## src/rtl/rv_pkg.sv

```systemverilog
package rv_pkg;

  // data word and register index
  typedef logic [31:0] rv_word_t;
  typedef logic [4:0]  rv_reg_addr_t;

  localparam int NUM_REGS = 32;

  // major opcodes, instruction bits [6:0]
  typedef enum logic [6:0] {
    OPC_LOAD     = 7'b0000011,
    OPC_STORE    = 7'b0100011,
    OPC_BRANCH   = 7'b1100011,
    OPC_JALR     = 7'b1100111,
    OPC_MISC_MEM = 7'b0001111,
    OPC_JAL      = 7'b1101111,
    OPC_OP_IMM   = 7'b0010011,
    OPC_OP       = 7'b0110011,
    OPC_SYSTEM   = 7'b1110011,
    OPC_AUIPC    = 7'b0010111,
    OPC_LUI      = 7'b0110111
  } rv_opcode_e;

  typedef enum logic [3:0] {
    ALU_ADD,
    ALU_SUB,
    ALU_SLL,
    ALU_SLT,
    ALU_SLTU,
    ALU_XOR,
    ALU_SRL,
    ALU_SRA,
    ALU_OR,
    ALU_AND
  } rv_alu_op_e;

  // values match funct3 of the M extension
  typedef enum logic [2:0] {
    MD_MUL    = 3'b000,
    MD_MULH   = 3'b001,
    MD_MULHSU = 3'b010,
    MD_MULHU  = 3'b011,
    MD_DIV    = 3'b100,
    MD_DIVU   = 3'b101,
    MD_REM    = 3'b110,
    MD_REMU   = 3'b111
  } rv_md_op_e;

  typedef enum logic [2:0] {
    WB_ALU,
    WB_MULDIV,
    WB_IMM,
    WB_PC_IMM,
    WB_PC4
  } rv_wb_sel_e;

  // funct7 patterns
  localparam logic [6:0] FUNCT7_BASE   = 7'b0000000;
  localparam logic [6:0] FUNCT7_ALT    = 7'b0100000;
  localparam logic [6:0] FUNCT7_MULDIV = 7'b0000001;

  // funct3 for op and op-imm
  localparam logic [2:0] F3_ADD  = 3'b000;
  localparam logic [2:0] F3_SLL  = 3'b001;
  localparam logic [2:0] F3_SLT  = 3'b010;
  localparam logic [2:0] F3_SLTU = 3'b011;
  localparam logic [2:0] F3_XOR  = 3'b100;
  localparam logic [2:0] F3_SRL  = 3'b101;
  localparam logic [2:0] F3_OR   = 3'b110;
  localparam logic [2:0] F3_AND  = 3'b111;

  // funct3 for branches and jalr
  localparam logic [2:0] F3_BEQ  = 3'b000;
  localparam logic [2:0] F3_BNE  = 3'b001;
  localparam logic [2:0] F3_BLT  = 3'b100;
  localparam logic [2:0] F3_BGE  = 3'b101;
  localparam logic [2:0] F3_BLTU = 3'b110;
  localparam logic [2:0] F3_BGEU = 3'b111;
  localparam logic [2:0] F3_JALR = 3'b000;

endpackage

```

## src/rtl/rv_decoder.sv

```systemverilog
`timescale 1ns/100ps

module rv_decoder (
  input  rv_pkg::rv_word_t     i_insn,
  output rv_pkg::rv_reg_addr_t o_rs1,
  output rv_pkg::rv_reg_addr_t o_rs2,
  output rv_pkg::rv_reg_addr_t o_rd,
  output rv_pkg::rv_word_t     o_imm,
  output rv_pkg::rv_alu_op_e   o_alu_op,
  output logic                 o_alu_use_imm,
  output logic                 o_rd_we,
  output logic                 o_is_branch,
  output logic                 o_is_jal,
  output logic                 o_is_jalr,
  output logic                 o_is_ecall,
  output logic                 o_illegal,
  output logic [2:0]           o_branch_funct,
  output rv_pkg::rv_md_op_e    o_md_op,
  output rv_pkg::rv_wb_sel_e   o_wb_sel
);

  import rv_pkg::*;

  rv_opcode_e opcode;
  logic [2:0] funct3;
  logic [6:0] funct7;
  rv_word_t   imm_i;
  rv_word_t   imm_s;
  rv_word_t   imm_b;
  rv_word_t   imm_j;
  rv_word_t   imm_u;
  rv_alu_op_e alu_op_dec;
  logic       alu_legal;

  assign opcode = rv_opcode_e'(i_insn[6:0]);
  assign funct3 = i_insn[14:12];
  assign funct7 = i_insn[31:25];

  assign o_rs1 = i_insn[19:15];
  assign o_rs2 = i_insn[24:20];
  assign o_rd  = i_insn[11:7];
  assign o_branch_funct = funct3;
  assign o_md_op = rv_md_op_e'(funct3);

  // immediates, all sign-extended from bit 31
  assign imm_i = {{20{i_insn[31]}}, i_insn[31:20]};
  assign imm_s = {{20{i_insn[31]}}, i_insn[31:25], i_insn[11:7]};
  assign imm_b = {{19{i_insn[31]}}, i_insn[31], i_insn[7], i_insn[30:25], i_insn[11:8], 1'b0};
  assign imm_j = {{11{i_insn[31]}}, i_insn[31], i_insn[19:12], i_insn[20], i_insn[30:21], 1'b0};
  assign imm_u = {i_insn[31:12], 12'h000};

  // funct3/funct7 to ALU op, shared by op and op-imm
  always_comb begin
    alu_legal = 1'b1;
    case (funct3)
      F3_ADD:  alu_op_dec = (opcode == OPC_OP && funct7 == FUNCT7_ALT) ? ALU_SUB : ALU_ADD;
      F3_SLL:  alu_op_dec = ALU_SLL;
      F3_SLT:  alu_op_dec = ALU_SLT;
      F3_SLTU: alu_op_dec = ALU_SLTU;
      F3_XOR:  alu_op_dec = ALU_XOR;
      F3_SRL:  alu_op_dec = (funct7 == FUNCT7_ALT) ? ALU_SRA : ALU_SRL;
      F3_OR:   alu_op_dec = ALU_OR;
      default: alu_op_dec = ALU_AND;
    endcase
    // op-imm only carries a funct7 on the shifts
    if (opcode == OPC_OP || funct3 == F3_SLL || funct3 == F3_SRL) begin
      case (funct7)
        FUNCT7_BASE: alu_legal = 1'b1;
        FUNCT7_ALT:  alu_legal = (funct3 == F3_SRL) || (funct3 == F3_ADD && opcode == OPC_OP);
        default:     alu_legal = 1'b0;
      endcase
    end
  end

  always_comb begin
    o_imm         = imm_i;
    o_alu_op      = ALU_ADD;
    o_alu_use_imm = 1'b0;
    o_rd_we       = 1'b0;
    o_is_branch   = 1'b0;
    o_is_jal      = 1'b0;
    o_is_jalr     = 1'b0;
    o_is_ecall    = 1'b0;
    o_illegal     = 1'b0;
    o_wb_sel      = WB_ALU;
    case (opcode)
      OPC_OP_IMM: begin
        o_alu_op      = alu_op_dec;
        o_alu_use_imm = 1'b1;
        o_rd_we       = 1'b1;
        o_illegal     = !alu_legal;
      end
      OPC_OP: begin
        o_rd_we = 1'b1;
        if (funct7 == FUNCT7_MULDIV) begin
          o_wb_sel = WB_MULDIV;
        end else begin
          o_alu_op  = alu_op_dec;
          o_illegal = !alu_legal;
        end
      end
      OPC_BRANCH: begin
        // subtract so the ALU compare flags are valid
        o_imm       = imm_b;
        o_alu_op    = ALU_SUB;
        o_illegal   = (funct3[2:1] == 2'b01);
        o_is_branch = !o_illegal;
      end
      OPC_JAL: begin
        o_imm    = imm_j;
        o_is_jal = 1'b1;
        o_rd_we  = 1'b1;
        o_wb_sel = WB_PC4;
      end
      OPC_JALR: begin
        // target is rs1 + imm from the ALU
        o_alu_use_imm = 1'b1;
        o_rd_we       = 1'b1;
        o_wb_sel      = WB_PC4;
        o_is_jalr     = (funct3 == F3_JALR);
        o_illegal     = !o_is_jalr;
      end
      OPC_LUI: begin
        o_imm    = imm_u;
        o_rd_we  = 1'b1;
        o_wb_sel = WB_IMM;
      end
      OPC_AUIPC: begin
        o_imm    = imm_u;
        o_rd_we  = 1'b1;
        o_wb_sel = WB_PC_IMM;
      end
      OPC_SYSTEM: begin
        o_is_ecall = (i_insn[31:7] == 25'd0);
        o_illegal  = !o_is_ecall;
      end
      OPC_STORE: begin
        // no data memory, so stores are reported and skipped
        o_imm     = imm_s;
        o_illegal = 1'b1;
      end
      default: begin
        o_illegal = 1'b1;
      end
    endcase
    if (o_illegal) begin
      o_rd_we = 1'b0;
    end
  end

endmodule

```

## config.mk

```make
export PLATFORM = sky130hd
export DESIGN_NAME = rv_decoder
export DESIGN_NICKNAME = d
export VERILOG_FILES = /design/src/rtl/rv_pkg.sv /design/src/rtl/rv_decoder.sv
export SDC_FILE = /design/constraint.sdc
export NUM_CORES = 1
export LEC_CHECK = 0
export ABC_AREA = 1
export BUFFER_PORTS_ARGS = -buffer_cell sky130_fd_sc_hd__buf_4
export CAP_MARGIN = 10
export CELL_PAD_IN_SITES_DETAIL_PLACEMENT = 0
export CELL_PAD_IN_SITES_GLOBAL_PLACEMENT = 1
export CORE_MARGIN = 4
export CORE_UTILIZATION = 19
export DETAILED_ROUTE_END_ITERATION = 8
export PLACE_DENSITY_LB_ADDON = 0.3
export SYNTH_ARGS = -nofsm -noshare
export SYNTH_HDL_FRONTEND = slang
export SYNTH_SLANG_ARGS = --single-unit
```

## constraint.sdc

```tcl
create_clock -name vclk -period 0.8
set_input_delay 0 -clock vclk [all_inputs]
set_output_delay 0 -clock vclk [all_outputs]
set_load 0.02 [all_outputs]
```

After elaboration in Yosys (flattened, before gate mapping) --
Cells that the tools add are included.
Operators by class: multiplexer cells 19, equal/unequal tests 18, reductions and logical operators 17
Operators with widths (count):
- $pmux W31 S4 | 1
- $eq A7 B6 Y1 const B | 4
- $eq A7 B7 Y1 const B | 4
- $pmux W4 S7 | 1
- $logic_not A25 Y1 | 1
- $eq A7 B5 Y1 const B | 2
- $mux W1 | 12
- $pmux W3 S4 | 1
- $pmux W4 S3 | 1
- $eq A3 B3 Y1 const B | 3
- $eq A7 B1 Y1 const B | 1
- $logic_not A7 Y1 | 1
- $eq A3 B2 Y1 const B | 2
- $pmux W1 S6 | 1
- $reduce_or A2 Y1 | 3
- $reduce_or A6 Y1 | 1
- $logic_not A1 Y1 | 4
- $mux W4 | 1
- $eq A3 B1 Y1 const B | 1
- $logic_not A3 Y1 | 1
- $logic_or A1 B1 Y1 | 3
- $reduce_or A3 Y1 | 1
- $eq A2 B1 Y1 const B | 1
- $logic_and A1 B1 Y1 | 2
- $pmux W1 S2 | 1
Storage, ports and cells: output and inout port bits 67, word-level logic and storage cells 54, register bits after elaboration 0, input port bits 32

Logic depth before layout (Yosys ltp) --
Gate-level depths: netlist of the first run.
depth after elaboration 9, gate-level depth with buffers 10, mapped depth without buffers 10

Worst setup path before layout of the first run --
Ideal clock, no wire load.
path kind in2out, from input port i_insn[1], to output port o_imm[1], path slack -284 ps, cell stages on the path 6, buffers on the path 0, data arrival time 1084 ps, data required time 800 ps, cells stage by stage nand2_1 nor2_1 nand3_4 inv_1 a21oi_1 o21ai_0
Between the ends: longest elaborated chain between the ends 3, elaborated cells between the ends (all ways) 7, those cells by class 5 x eq/ne; 1 x mux; 1 x reduce/logical
RTL lines:
- start, declared | RTL line rv_decoder.sv:4 | input rv_pkg::rv_word_t i_insn,
- $eq A7 B5 Y1 / $eq A7 B6 Y1 (equally long branches) | RTL line rv_decoder.sv:86 | case (opcode)
- $reduce_or A2 Y1 (no source line)
- $pmux W31 S4 (*) | RTL line rv_decoder.sv:86
- end, declared | RTL line rv_decoder.sv:8 | output rv_pkg::rv_word_t o_imm,
Mark *: on every way between the ends. The rest lies on a longest branch, timed or not.

Final worst setup path of the first run --
from input port i_insn[26], to output port o_rd_we
Between the ends: longest elaborated chain between the ends 7, elaborated cells between the ends (all ways) 11, those cells by class 2 x eq/ne; 5 x mux; 4 x reduce/logical
RTL lines:
- $eq A7 B6 Y1 / $logic_not A7 Y1 (equally long branches) | RTL line rv_decoder.sv:67 | case (funct7)
- $pmux W1 S2 | RTL line rv_decoder.sv:67
- $mux W1 | RTL line rv_decoder.sv:66 | if (opcode == OPC_OP || funct3 == F3_SLL || funct3 == F3_SRL) begin
- $logic_not A1 Y1 | RTL line rv_decoder.sv:91, rv_decoder.sv:99
- $mux W1 | RTL line rv_decoder.sv:95 | if (funct7 == FUNCT7_MULDIV) begin
- $pmux W1 S6 (*) | RTL line rv_decoder.sv:86
- $mux W1 (*) | RTL line rv_decoder.sv:146 | if (o_illegal) begin
- end, declared | RTL line rv_decoder.sv:11 | output logic o_rd_we,
Marked as above.

==> metrics.txt, run 1 <==
sequential area share after synthesis=0; IO Pins=99; type of the worst setup path=in2out; die height=79.1 um; number of global-route vias before repair=1746; worst-case vdd ir drop=199 uV; worst-case hold slack=0.210 ns; unique cell type count in the Yosys netlist=24; share of layout cells above drive strength 1=0.832; Register Area=0 um^2; top-area cell type share of the netlist area=0.188; relative max-transition margin=0.821; count of endpoints failing hold in the final timing report=0; total wirelength of the detailed-routed design=4900 um; most area-hungry cell type in the Yosys netlist=sky130_fd_sc_hd__nand2_1; data required time of the worst path=0.80 ns; initial antenna violation count=0; I/O Buffers=99; wire length per cell after detailed routing=12.0 um; instance count of the mapped netlist=192; least setup slack across all paths after layout=-0.311 ns; post-layout minimum cycle time=1.11 ns; peak fanout along the critical path=2; final cycle utilization of the critical path=1.39; aggregate global-route resource usage=0.145; status=complete, but fails checks; Placeable Area=4820 um^2; power density over the cells=456 nW/um^2; gpl congestion=0.779; worst hold-check path type=in2out; first-pass GRT wire length=7600 um; remaining antenna violation count after routing=0; average cell area after synthesis=5.00 um^2; half-perimeter wire length after detailed placement=3670 um; Critical Path Source Type=input pin; Final nets=374; antenna cell count=0; total power=1.43 mW; count of unresolved DRC violations after routing=0; Area Growth Syn to Fin=226%; first-iteration detailed-routing DRC count=22; number of max-cap violations=0; signal arrival time at the worst endpoint=1.11 ns; total iterations of the first detailed-routing run=4; number of vias per cell after detailed routing=4.21; number of placed instances with taps included=395; cell area after placement=2280 um^2; Fmax=900 MHz; setup violators final=45; worst slew pin tran=0.267 ns; final std cells w/o fill=407; largest net degree at the start of global routing=8; design area=3130 um^2; number of clock buffer instances in the layout=0; DR vias=1713; floorplan die area=6260 um^2; leading cell types by total area after synthesis=sky130_fd_sc_hd__nand2_1, sky130_fd_sc_hd__buf_4, sky130_fd_sc_hd__nor2_1; unrepaired setup endpoints after global routing=yes; count of pins over their slew limit=0; Syn Nets=224; sequential cells=0; overall die width=79.1 um; minimum setup slack after placement=-0.409 ns; Overflow after GRT=0; Warnings, synthesis=0; standby leakage power=1.50 nW; mapped cell area=961 um^2; Worst Setup End Kind=output port; Site Rows=25; effective utilization at floorplan=0.199; violated checks=negative setup slack
[through the flow]
| stage | util | setup TNS [ns] |
|---|---|---|
| 5_1_grt | 0.650 | -11.11 |
| 4_1_cts | 0.587 | -7.93 |
| 3_5_place_dp | 0.474 | -9.78 |
| 3_3_place_gp | 0.474 | -9.47 |
| 2_1_floorplan | - | -0.307 |
| 6_report | 0.650 | -8.39 |
[synthesized netlist by cell type]
cell and n:
sky130_fd_sc_hd__nor2_1 39, sky130_fd_sc_hd__nand2_4 4, sky130_fd_sc_hd__inv_2 3, sky130_fd_sc_hd__nand4_1 1, sky130_fd_sc_hd__inv_1 27, sky130_fd_sc_hd__nor2_8 1, sky130_fd_sc_hd__o21ai_0 20, sky130_fd_sc_hd__a21oi_1 3
sky130_fd_sc_hd__nand3_2 1, sky130_fd_sc_hd__nand3_1 4, sky130_fd_sc_hd__o22ai_1 1, sky130_fd_sc_hd__nand2_1 48, sky130_fd_sc_hd__nand4_2 1, sky130_fd_sc_hd__buf_4 22, sky130_fd_sc_hd__nand3_4 1, sky130_fd_sc_hd__clkbuf_1 2
sky130_fd_sc_hd__nor2_2 4, sky130_fd_sc_hd__a32o_1 1, sky130_fd_sc_hd__o221ai_1 1, sky130_fd_sc_hd__inv_4 2, sky130_fd_sc_hd__nor3_1 3, sky130_fd_sc_hd__nor2_4 1, sky130_fd_sc_hd__nand2_2 1, sky130_fd_sc_hd__o31ai_1 1
[per-layer routing]
layer	global-route usage	wire (um)	up-vias
met4	0.0137	22	0
met2	0.289	2710	65
li1	-	-	876
met1	0.171	1860	770
met3	0.0136	304	2
met5	0	0	-
[worst paths after layout]
kind	start	to	slack (ns)	depth (start not counted)
worst max-delay path	i_insn[26]	o_rd_we	-0.31	11
worst min-delay path	i_insn[10]	o_rd[3]	0.21	2
[worst max-delay path, cell delays in order]
cell and delay (ns):
sky130_fd_sc_hd__buf_4 0.12, sky130_fd_sc_hd__nor2_4 0.09, sky130_fd_sc_hd__nand2_4 0.07, sky130_fd_sc_hd__nor2_4 0.13, sky130_fd_sc_hd__nand2_2 0.08, sky130_fd_sc_hd__nor2_2 0.10, sky130_fd_sc_hd__nor2_1 0.05, sky130_fd_sc_hd__nor2_2 0.14
sky130_fd_sc_hd__nand3_4 0.09, sky130_fd_sc_hd__nor2_4 0.11, sky130_fd_sc_hd__buf_6 0.12
[cells in the final DEF (no fill, tap or decap), types with 2 or more instances in the layout]
master	n
sky130_fd_sc_hd__nor2_1	7
sky130_fd_sc_hd__nor2_2	16
sky130_fd_sc_hd__nand2_4	17
sky130_fd_sc_hd__inv_2	4
sky130_fd_sc_hd__inv_6	2
sky130_fd_sc_hd__o21ai_4	11
sky130_fd_sc_hd__buf_12	3
sky130_fd_sc_hd__nand2_2	7
sky130_fd_sc_hd__inv_4	7
sky130_fd_sc_hd__a21oi_1	2
sky130_fd_sc_hd__buf_8	7
sky130_fd_sc_hd__o21ai_2	6
sky130_fd_sc_hd__nand3_4	4
sky130_fd_sc_hd__nand2_1	26
sky130_fd_sc_hd__nor2_4	21
sky130_fd_sc_hd__nand2_8	4
sky130_fd_sc_hd__inv_1	15
sky130_fd_sc_hd__nor3_1	2
sky130_fd_sc_hd__buf_6	62
sky130_fd_sc_hd__o21ai_0	3
sky130_fd_sc_hd__buf_4	99
[area by class of cell]
class / instances / area, um^2
multi-input cells: 137 / 1260
inverters: 32 / 176
well taps: 67 / 83.8
repair buffers: 171 / 1610
fillers: 427 / 1690
[power breakdown]
part,leakage [nW],internal [mW],switching (mW)
combinational,1.50,0.711,0.717
sequential,0,0,0
clock,0,0,0
[logic make-up after synthesis]
| logic type | share of synthesized area |
|---|---|
| buffers and inverters | 0.310 |
| AND/OR/NAND/NOR | 0.536 |
| AO/OA/AOI/OAI | 0.154 |
[timing repair]
action	in CTS	in global routing
setup buffers	11	8
gates cloned	1	0
hold buffers	0	0
setup endpoints to repair	45	45
gates resized for setup	126	77
pin swaps	37	37
Note: power is estimated with default switching activity, not from simulation.
==> inputs of run 2 (changes only) <==
--- a/config.mk
+++ b/config.mk
@@ -13,6 +13,7 @@
 export CORE_MARGIN = 4
 export CORE_UTILIZATION = 19
 export DETAILED_ROUTE_END_ITERATION = 8
+export MAX_ROUTING_LAYER = met4
 export PLACE_DENSITY_LB_ADDON = 0.3
 export SYNTH_ARGS = -nofsm -noshare
 export SYNTH_HDL_FRONTEND = slang
==> run 2 against run 1 <==
  * The run still ends with negative setup slack left
  * Sequential cell count did not move
  * First-iteration DRC count stayed put
  * Critical path depth did not move
  * Routed wire length increased by 0.10%
  * Combinational power hardly changed
  * Global-route usage up 0.39 points
  * Non-clock buffer count did not move
  * Maximum frequency is essentially flat
  * Power is essentially flat
  * Sequential share of layout area stayed put
  * Clock-buffer cell count is the same
  * Largest power group unchanged
  * Highest routed layer unchanged
==> metrics.txt, run 2 (same netlist as run 1, synthesis figures left out) <==
total wirelength of the detailed-routed design=4900 um (+0.10%); total iterations of the first detailed-routing run=4 (unchanged); wire length per cell after detailed routing=12.0 um (+0.10%); Site Rows=25 (unchanged); total buffers and inverters traversed by the critical path=2 (unchanged); post-layout minimum cycle time=1.11 ns (+0.0000840 ns); DR vias=1712 (-0.058%); Final nets=374 (unchanged); total power=1.43 mW (about the same); count of pins over their slew limit=0 (unchanged); gpl congestion=0.789 (+1.4%); IO Pins=99 (unchanged); data required time of the worst path=0.80 ns (about the same); aggregate global-route resource usage=0.149 (+0.00387); least setup slack across all paths after layout=-0.311 ns (-0.0000840 ns); unrepaired setup endpoints after global routing=yes; design area=3130 um^2 (unchanged); critical path's largest stage delay=0.14 ns (about the same); I/O Buffers=99 (unchanged); area of combinational cells with multiple inputs=1260 um^2 (unchanged); type of the worst setup path=in2out; Fmax=900 MHz (about the same); cell area after placement=2280 um^2 (unchanged); die height=79.1 um (unchanged); remaining antenna violation count after routing=0 (unchanged); relative max-transition margin=0.821 (unchanged); worst-case vdd ir drop=199 uV (about the same); Hold Startpoint=i_insn[10]; CP delay by family, top=simple AND/OR/NAND/NOR gates; commonest non-fill, non-tap cells in the layout=sky130_fd_sc_hd__buf_4, sky130_fd_sc_hd__buf_6, sky130_fd_sc_hd__nand2_1; violated checks=negative setup slack; Critical Path Source Type=input pin; antenna cell count=0 (unchanged); Placeable Area=4820 um^2 (unchanged); peak fanout along the critical path=2 (unchanged); series of cell instances along the critical path=buf_4 -> nor2_4 -> nand2_4 -> nor2_4 -> nand2_2 -> nor2_2 -> nor2_1 -> nor2_2 -> nand3_4 -> nor2_4 -> buf_6; count of unresolved DRC violations after routing=0 (unchanged); count of endpoints failing hold in the final timing report=0 (unchanged); utilization after layout=0.650 (unchanged); number of vias per cell after detailed routing=4.21 (about the same); number of max-cap violations=0 (unchanged); signal arrival time at the worst endpoint=1.11 ns (about the same); cell at the slowest stage of the critical path=sky130_fd_sc_hd__nor2_2; Register Area=0 um^2 (unchanged); number of clock buffer instances in the layout=0 (unchanged); share of layout cells above drive strength 1=0.832 (unchanged); power density over the cells=456 nW/um^2 (about the same); Worst Setup End Kind=output port; Filler Cells Inserted=427 (unchanged); worst hold-check path type=in2out; overall die width=79.1 um (unchanged); worst slew pin tran=0.267 ns (unchanged); first-pass GRT wire length=7600 um (unchanged); initial antenna violation count=0 (unchanged); first-iteration detailed-routing DRC count=22 (unchanged); sequential cells=0 (unchanged); standby leakage power=1.50 nW (unchanged); launching element of the worst setup path=i_insn[26]; largest net degree at the start of global routing=8 (unchanged); final cycle utilization of the critical path=1.39 (about the same); setup violators final=45 (unchanged); status=complete, but fails checks; half-perimeter wire length after detailed placement=3670 um (unchanged); cell repeated most along the worst path=sky130_fd_sc_hd__nor2_4; effective utilization at floorplan=0.199 (unchanged); floorplan die area=6260 um^2 (unchanged); most frequent standard cell in the layout excluding fill and tap cells=sky130_fd_sc_hd__buf_4; number of global-route vias before repair=1746 (unchanged); Area Growth Syn to Fin=226% (unchanged); Overflow after GRT=0 (unchanged); CTS Hold Bufs=0 (unchanged)
==> run 2: cell counts in the layout (fill, tap and decap cells not counted) <==
No cell type changed its count.
==> run 2: final timing paths <==
check	to	slack (ns)	cells past startpoint
max	o_rd_we	-0.31	11
min	o_rd[3]	0.21	2
==> run 2: metrics by stage <==
step | hold WS [ns] | TNS [ns] | setup WS (ns) | instances
final | 0.210 | -8.41 | -0.311 | 407
after global routing | 0.214 | -11.12 | -0.412 | 407
after CTS | 0.209 | -7.93 | -0.335 | 404
after detailed placement | 0.209 | -9.78 | -0.409 | 395
after global placement | 0.210 | -9.47 | -0.395 | 395
after floorplan | 0.113 | -0.307 | -0.148 | 192
==> run 2: final cells by class <==
| cell class | instances | share of cell area |
|---|---|---|
| tap | 67 | 0.0268 |
| timing repair buffer | 171 | 0.513 |
| multi-input combinational | 137 | 0.404 |
| inverter | 32 | 0.0564 |
==> run 2: what timing repair did <==
item / CTS / global route
endpoints found under the setup margin: 45 / 45
resized for setup: 126 / 77
gates cloned: 1 / 0
hold endpoints to repair: 0 / 0
pin swaps: 37 / 37
setup buffers: 11 / 8
==> run 2: where the power goes <==
part | internal [mW] | leakage [nW] | switching [mW]
combinational | 0.711 | 1.50 | 0.717
clock | 0 | 0 | 0
sequential | 0 | 0 | 0
total | 0.711 | 1.50 | 0.717
==> run 2: metal layers <==
| layer | vias to the layer above | part of all wire | global-route usage | wire (um) |
|---|---|---|---|---|
| li1 | 876 | - | - | - |
| met5 | - | 0 | - | 0 |
| met3 | 2 | 0.058 | 0.0113 | 285 |
| met2 | 65 | 0.55 | 0.289 | 2710 |
| met1 | 769 | 0.39 | 0.172 | 1890 |
| met4 | 0 | 0.0045 | 0.0137 | 22 |
==> inputs of run 3 (changes only) <==
--- a/config.mk
+++ b/config.mk
@@ -5,16 +5,16 @@
 export SDC_FILE = /design/constraint.sdc
 export NUM_CORES = 1
 export LEC_CHECK = 0
-export ABC_AREA = 1
 export BUFFER_PORTS_ARGS = -buffer_cell sky130_fd_sc_hd__buf_4
 export CAP_MARGIN = 10
 export CELL_PAD_IN_SITES_DETAIL_PLACEMENT = 0
 export CELL_PAD_IN_SITES_GLOBAL_PLACEMENT = 1
 export CORE_MARGIN = 4
-export CORE_UTILIZATION = 19
+export CORE_UTILIZATION = 21
 export DETAILED_ROUTE_END_ITERATION = 8
 export MAX_ROUTING_LAYER = met4
 export PLACE_DENSITY_LB_ADDON = 0.3
+export REMOVE_ABC_BUFFERS = 1
 export SYNTH_ARGS = -nofsm -noshare
 export SYNTH_HDL_FRONTEND = slang
 export SYNTH_SLANG_ARGS = --single-unit
==> constraint.sdc (replaced) <==
create_clock -name vclk -period 0.9
set_input_delay 0 -clock vclk [all_inputs]
set_output_delay 0 -clock vclk [all_outputs]
set_load 0.02 [all_outputs]
==> run 3 against run 2 <==
  * The flow still finishes with violations (negative setup slack)
  * Global-route usage grew 3.1 points
  * Power shrank 21%
  * Combinational power shrank 21%
  * Die area shrank 9.5%
  * Via count shrank 9.4%
  * Sequential cell count is the same
  * Routed wire length grew 3.4%
  * Worst setup slack lost 0.24 ns
  * Critical path depth shrank 5
  * Synthesized cell count shrank 28%
  * Final cell count shrank 19%
  * First-iteration DRC count grew 36%
  * Critical path type unchanged
  * Largest cell class unchanged
  * Highest routed layer unchanged
==> metrics.txt, run 3 <==
setup violators final=43 (-4.4%); Site Rows=24 (-4.0%); signal arrival time at the worst endpoint=1.45 ns (+0.34 ns); relative max-transition margin=0.728 (-0.0927); total power=1.13 mW (-21%); half-perimeter wire length after detailed placement=3930 um (+7.2%); effective utilization at floorplan=0.218 (+0.0186); overall die width=75.2 um (-4.9%); count of unresolved DRC violations after routing=0 (unchanged); status=complete, but fails checks; commonest non-fill, non-tap cells in the layout=sky130_fd_sc_hd__buf_4, sky130_fd_sc_hd__buf_6, sky130_fd_sc_hd__a21o_1; most area-hungry cell type in the Yosys netlist=sky130_fd_sc_hd__buf_4; mux share of post-synthesis cell area=0 (unchanged); top-area cell type share of the netlist area=0.174 (-0.0136); Synth Area in Compound Gates=0.354 (+0.201); wire length per cell after detailed routing=15.4 um (+27%); post-synthesis share of cell area spent on and, or, nand and nor gates=0.398 (-0.139); I/O Buffers=99 (unchanged); number of global-route vias before repair=1675 (-4.1%); largest net degree at the start of global routing=12 (+4); Warnings, synthesis=0 (unchanged); leading cell types by total area after synthesis=sky130_fd_sc_hd__buf_4, sky130_fd_sc_hd__a21o_1, sky130_fd_sc_hd__nand2b_1; first-pass GRT wire length=7850 um (+3.3%); total wirelength of the detailed-routed design=5070 um (+3.4%); unrepaired setup endpoints after global routing=yes; data required time of the worst path=0.90 ns (+0.10 ns); remaining antenna violation count after routing=0 (unchanged); unique cell type count in the Yosys netlist=38 (+58%); Area Growth Syn to Fin=158%; count of endpoints failing hold in the final timing report=0 (unchanged); area of combinational cells with multiple inputs=858 um^2 (-32%); Critical Path Source Type=input pin; number of clock buffer instances in the layout=0 (unchanged); first-iteration detailed-routing DRC count=30 (+36%); DR vias=1551 (-9.4%); sum of routed wire segments on met1=2070 um (+9.8%); type of the worst setup path=in2out; most frequent cells after synthesis=sky130_fd_sc_hd__buf_4, sky130_fd_sc_hd__a21o_1, sky130_fd_sc_hd__nand2b_1, sky130_fd_sc_hd__nor2b_1; standby leakage power=1.29 nW (-14%); IO Pins=99 (unchanged); most frequent cell after synthesis=sky130_fd_sc_hd__buf_4; final std cells w/o fill=330 (-19%); highest metal layer with signal wires=met4; metal3 WL=449 um (+58%); worst hold-check path type=in2out; final cycle utilization of the critical path=1.61; Total Negative Setup Slacks=-8.83 ns (-0.422 ns); peak fanout along the critical path=3 (+1); antenna cell count=0 (unchanged); sequential cells=0 (unchanged); worst-case vdd ir drop=290 uV (+46%); violated checks=negative setup slack; floorplan die area=5660 um^2 (-9.5%); sequential area share after synthesis=0 (unchanged); average cell area after synthesis=6.83 um^2 (+37%); Post-Synth XOR/XNOR Area=0.00922 (+0.00922); instance count of the mapped netlist=139 (-28%); least setup slack across all paths after layout=-0.551 ns (-0.240 ns); Fmax=689 MHz; worst slew pin tran=0.405 ns (+0.138 ns); dominant combinational cell family by area after synthesis=simple AND/OR/NAND/NOR gates; total met2 wirelength after detailed routing=2530 um (-6.5%); number of max-cap violations=0 (unchanged); Register Area=0 um^2 (unchanged); Worst Setup End Kind=output port; area share of fa/ha/maj cells after synthesis=0 (unchanged); aggregate global-route resource usage=0.179 (+0.0305); number of vias per cell after detailed routing=4.70 (+12%); most frequent standard cell in the layout excluding fill and tap cells=sky130_fd_sc_hd__buf_4; die height=75.2 um (-4.9%); number of placed instances with taps included=316 (-20%); count of pins over their slew limit=0 (unchanged); mapped cell area=950 um^2 (-1.2%); Placeable Area=4350 um^2 (-9.6%); gpl congestion=0.821 (+4.1%); total iterations of the first detailed-routing run=4 (unchanged); CTS Hold Bufs=0 (unchanged); post-layout minimum cycle time=1.45 ns; Overflow after GRT=0 (unchanged); Final nets=312 (-17%); initial antenna violation count=0 (unchanged); share of layout cells above drive strength 1=0.701 (-0.131); worst-case hold slack=0.309 ns (+0.0988 ns); power density over the cells=462 nW/um^2 (+1.2%); Filler Cells Inserted=413 (-3.3%)
==> run 3: changes by cell type after synthesis, sizes merged, moves of 3 or more <==
cell	delta
a22o	+6
nand3	-5
nor2b	+9
inv	-30
o21ai	-16
nor3	+3
nor2	-40
nand3b	+4
nor4	+7
nand2b	+9
buf	+8
nand2	-46
a21o	+20
==> run 3: repair_timing <==
item / 4_1_cts / 5_1_grt
gates resized for setup: 77 / 12
setup endpoints to repair: 45 / 45
buffers inserted: 19 / 7
pin swaps: 15 / 10
gates cloned: 1 / 1
hold endpoints to repair: 0 / 0
==> run 3: logic make-up after synthesis <==
family,Yosys count
and+or+nand+nor,59
buffers and inverters,34
xor gates and xnor gates,1
AOI/OAI and AO/OA,45
==> run 3: per-stage QoR <==
stage / cell area [um^2] / util / worst slack [ns]
finish: 2450 / 0.563 / -0.551
CTS: 2350 / 0.539 / -0.563
detailed placement: 1970 / 0.453 / -0.671
global placement: 1970 / 0.453 / -0.677
global route: 2450 / 0.563 / -0.616
floorplan: 731 / - / -0.867
==> run 3: where the power goes <==
part           leakage, nW  total (mW)  internal, mW  switching (mW)
Combinational         1.29        1.13         0.609           0.522
Sequential               0           0             0               0
Clock                    0           0             0               0
==> run 3: critical path: stages <==
cell	delay, ns
sky130_fd_sc_hd__buf_6	0.09
sky130_fd_sc_hd__or3_4	0.39
sky130_fd_sc_hd__or4_4	0.46
sky130_fd_sc_hd__o211ai_1	0.18
sky130_fd_sc_hd__a41o_1	0.21
sky130_fd_sc_hd__buf_6	0.12
==> run 3: worst paths after layout <==
check       start          end  slack [ns]  depth (start not counted)
max    i_insn[26]  o_alu_op[0]       -0.55                          6
min    i_insn[10]      o_rd[3]        0.31                          3
==> run 3: cell type report <==
| type | instances | share of cell area |
|---|---|---|
| multi-input cells | 105 | 0.350 |
| well taps | 52 | 0.0265 |
| inverters | 2 | 0.00306 |
| repair buffers | 171 | 0.620 |
==> run 3: per-layer routing <==
layer  vias up  track usage
met5         -            -
met4         0      0.00388
met3         2       0.0494
met2        64        0.317
met1       719        0.215
li1        766            -
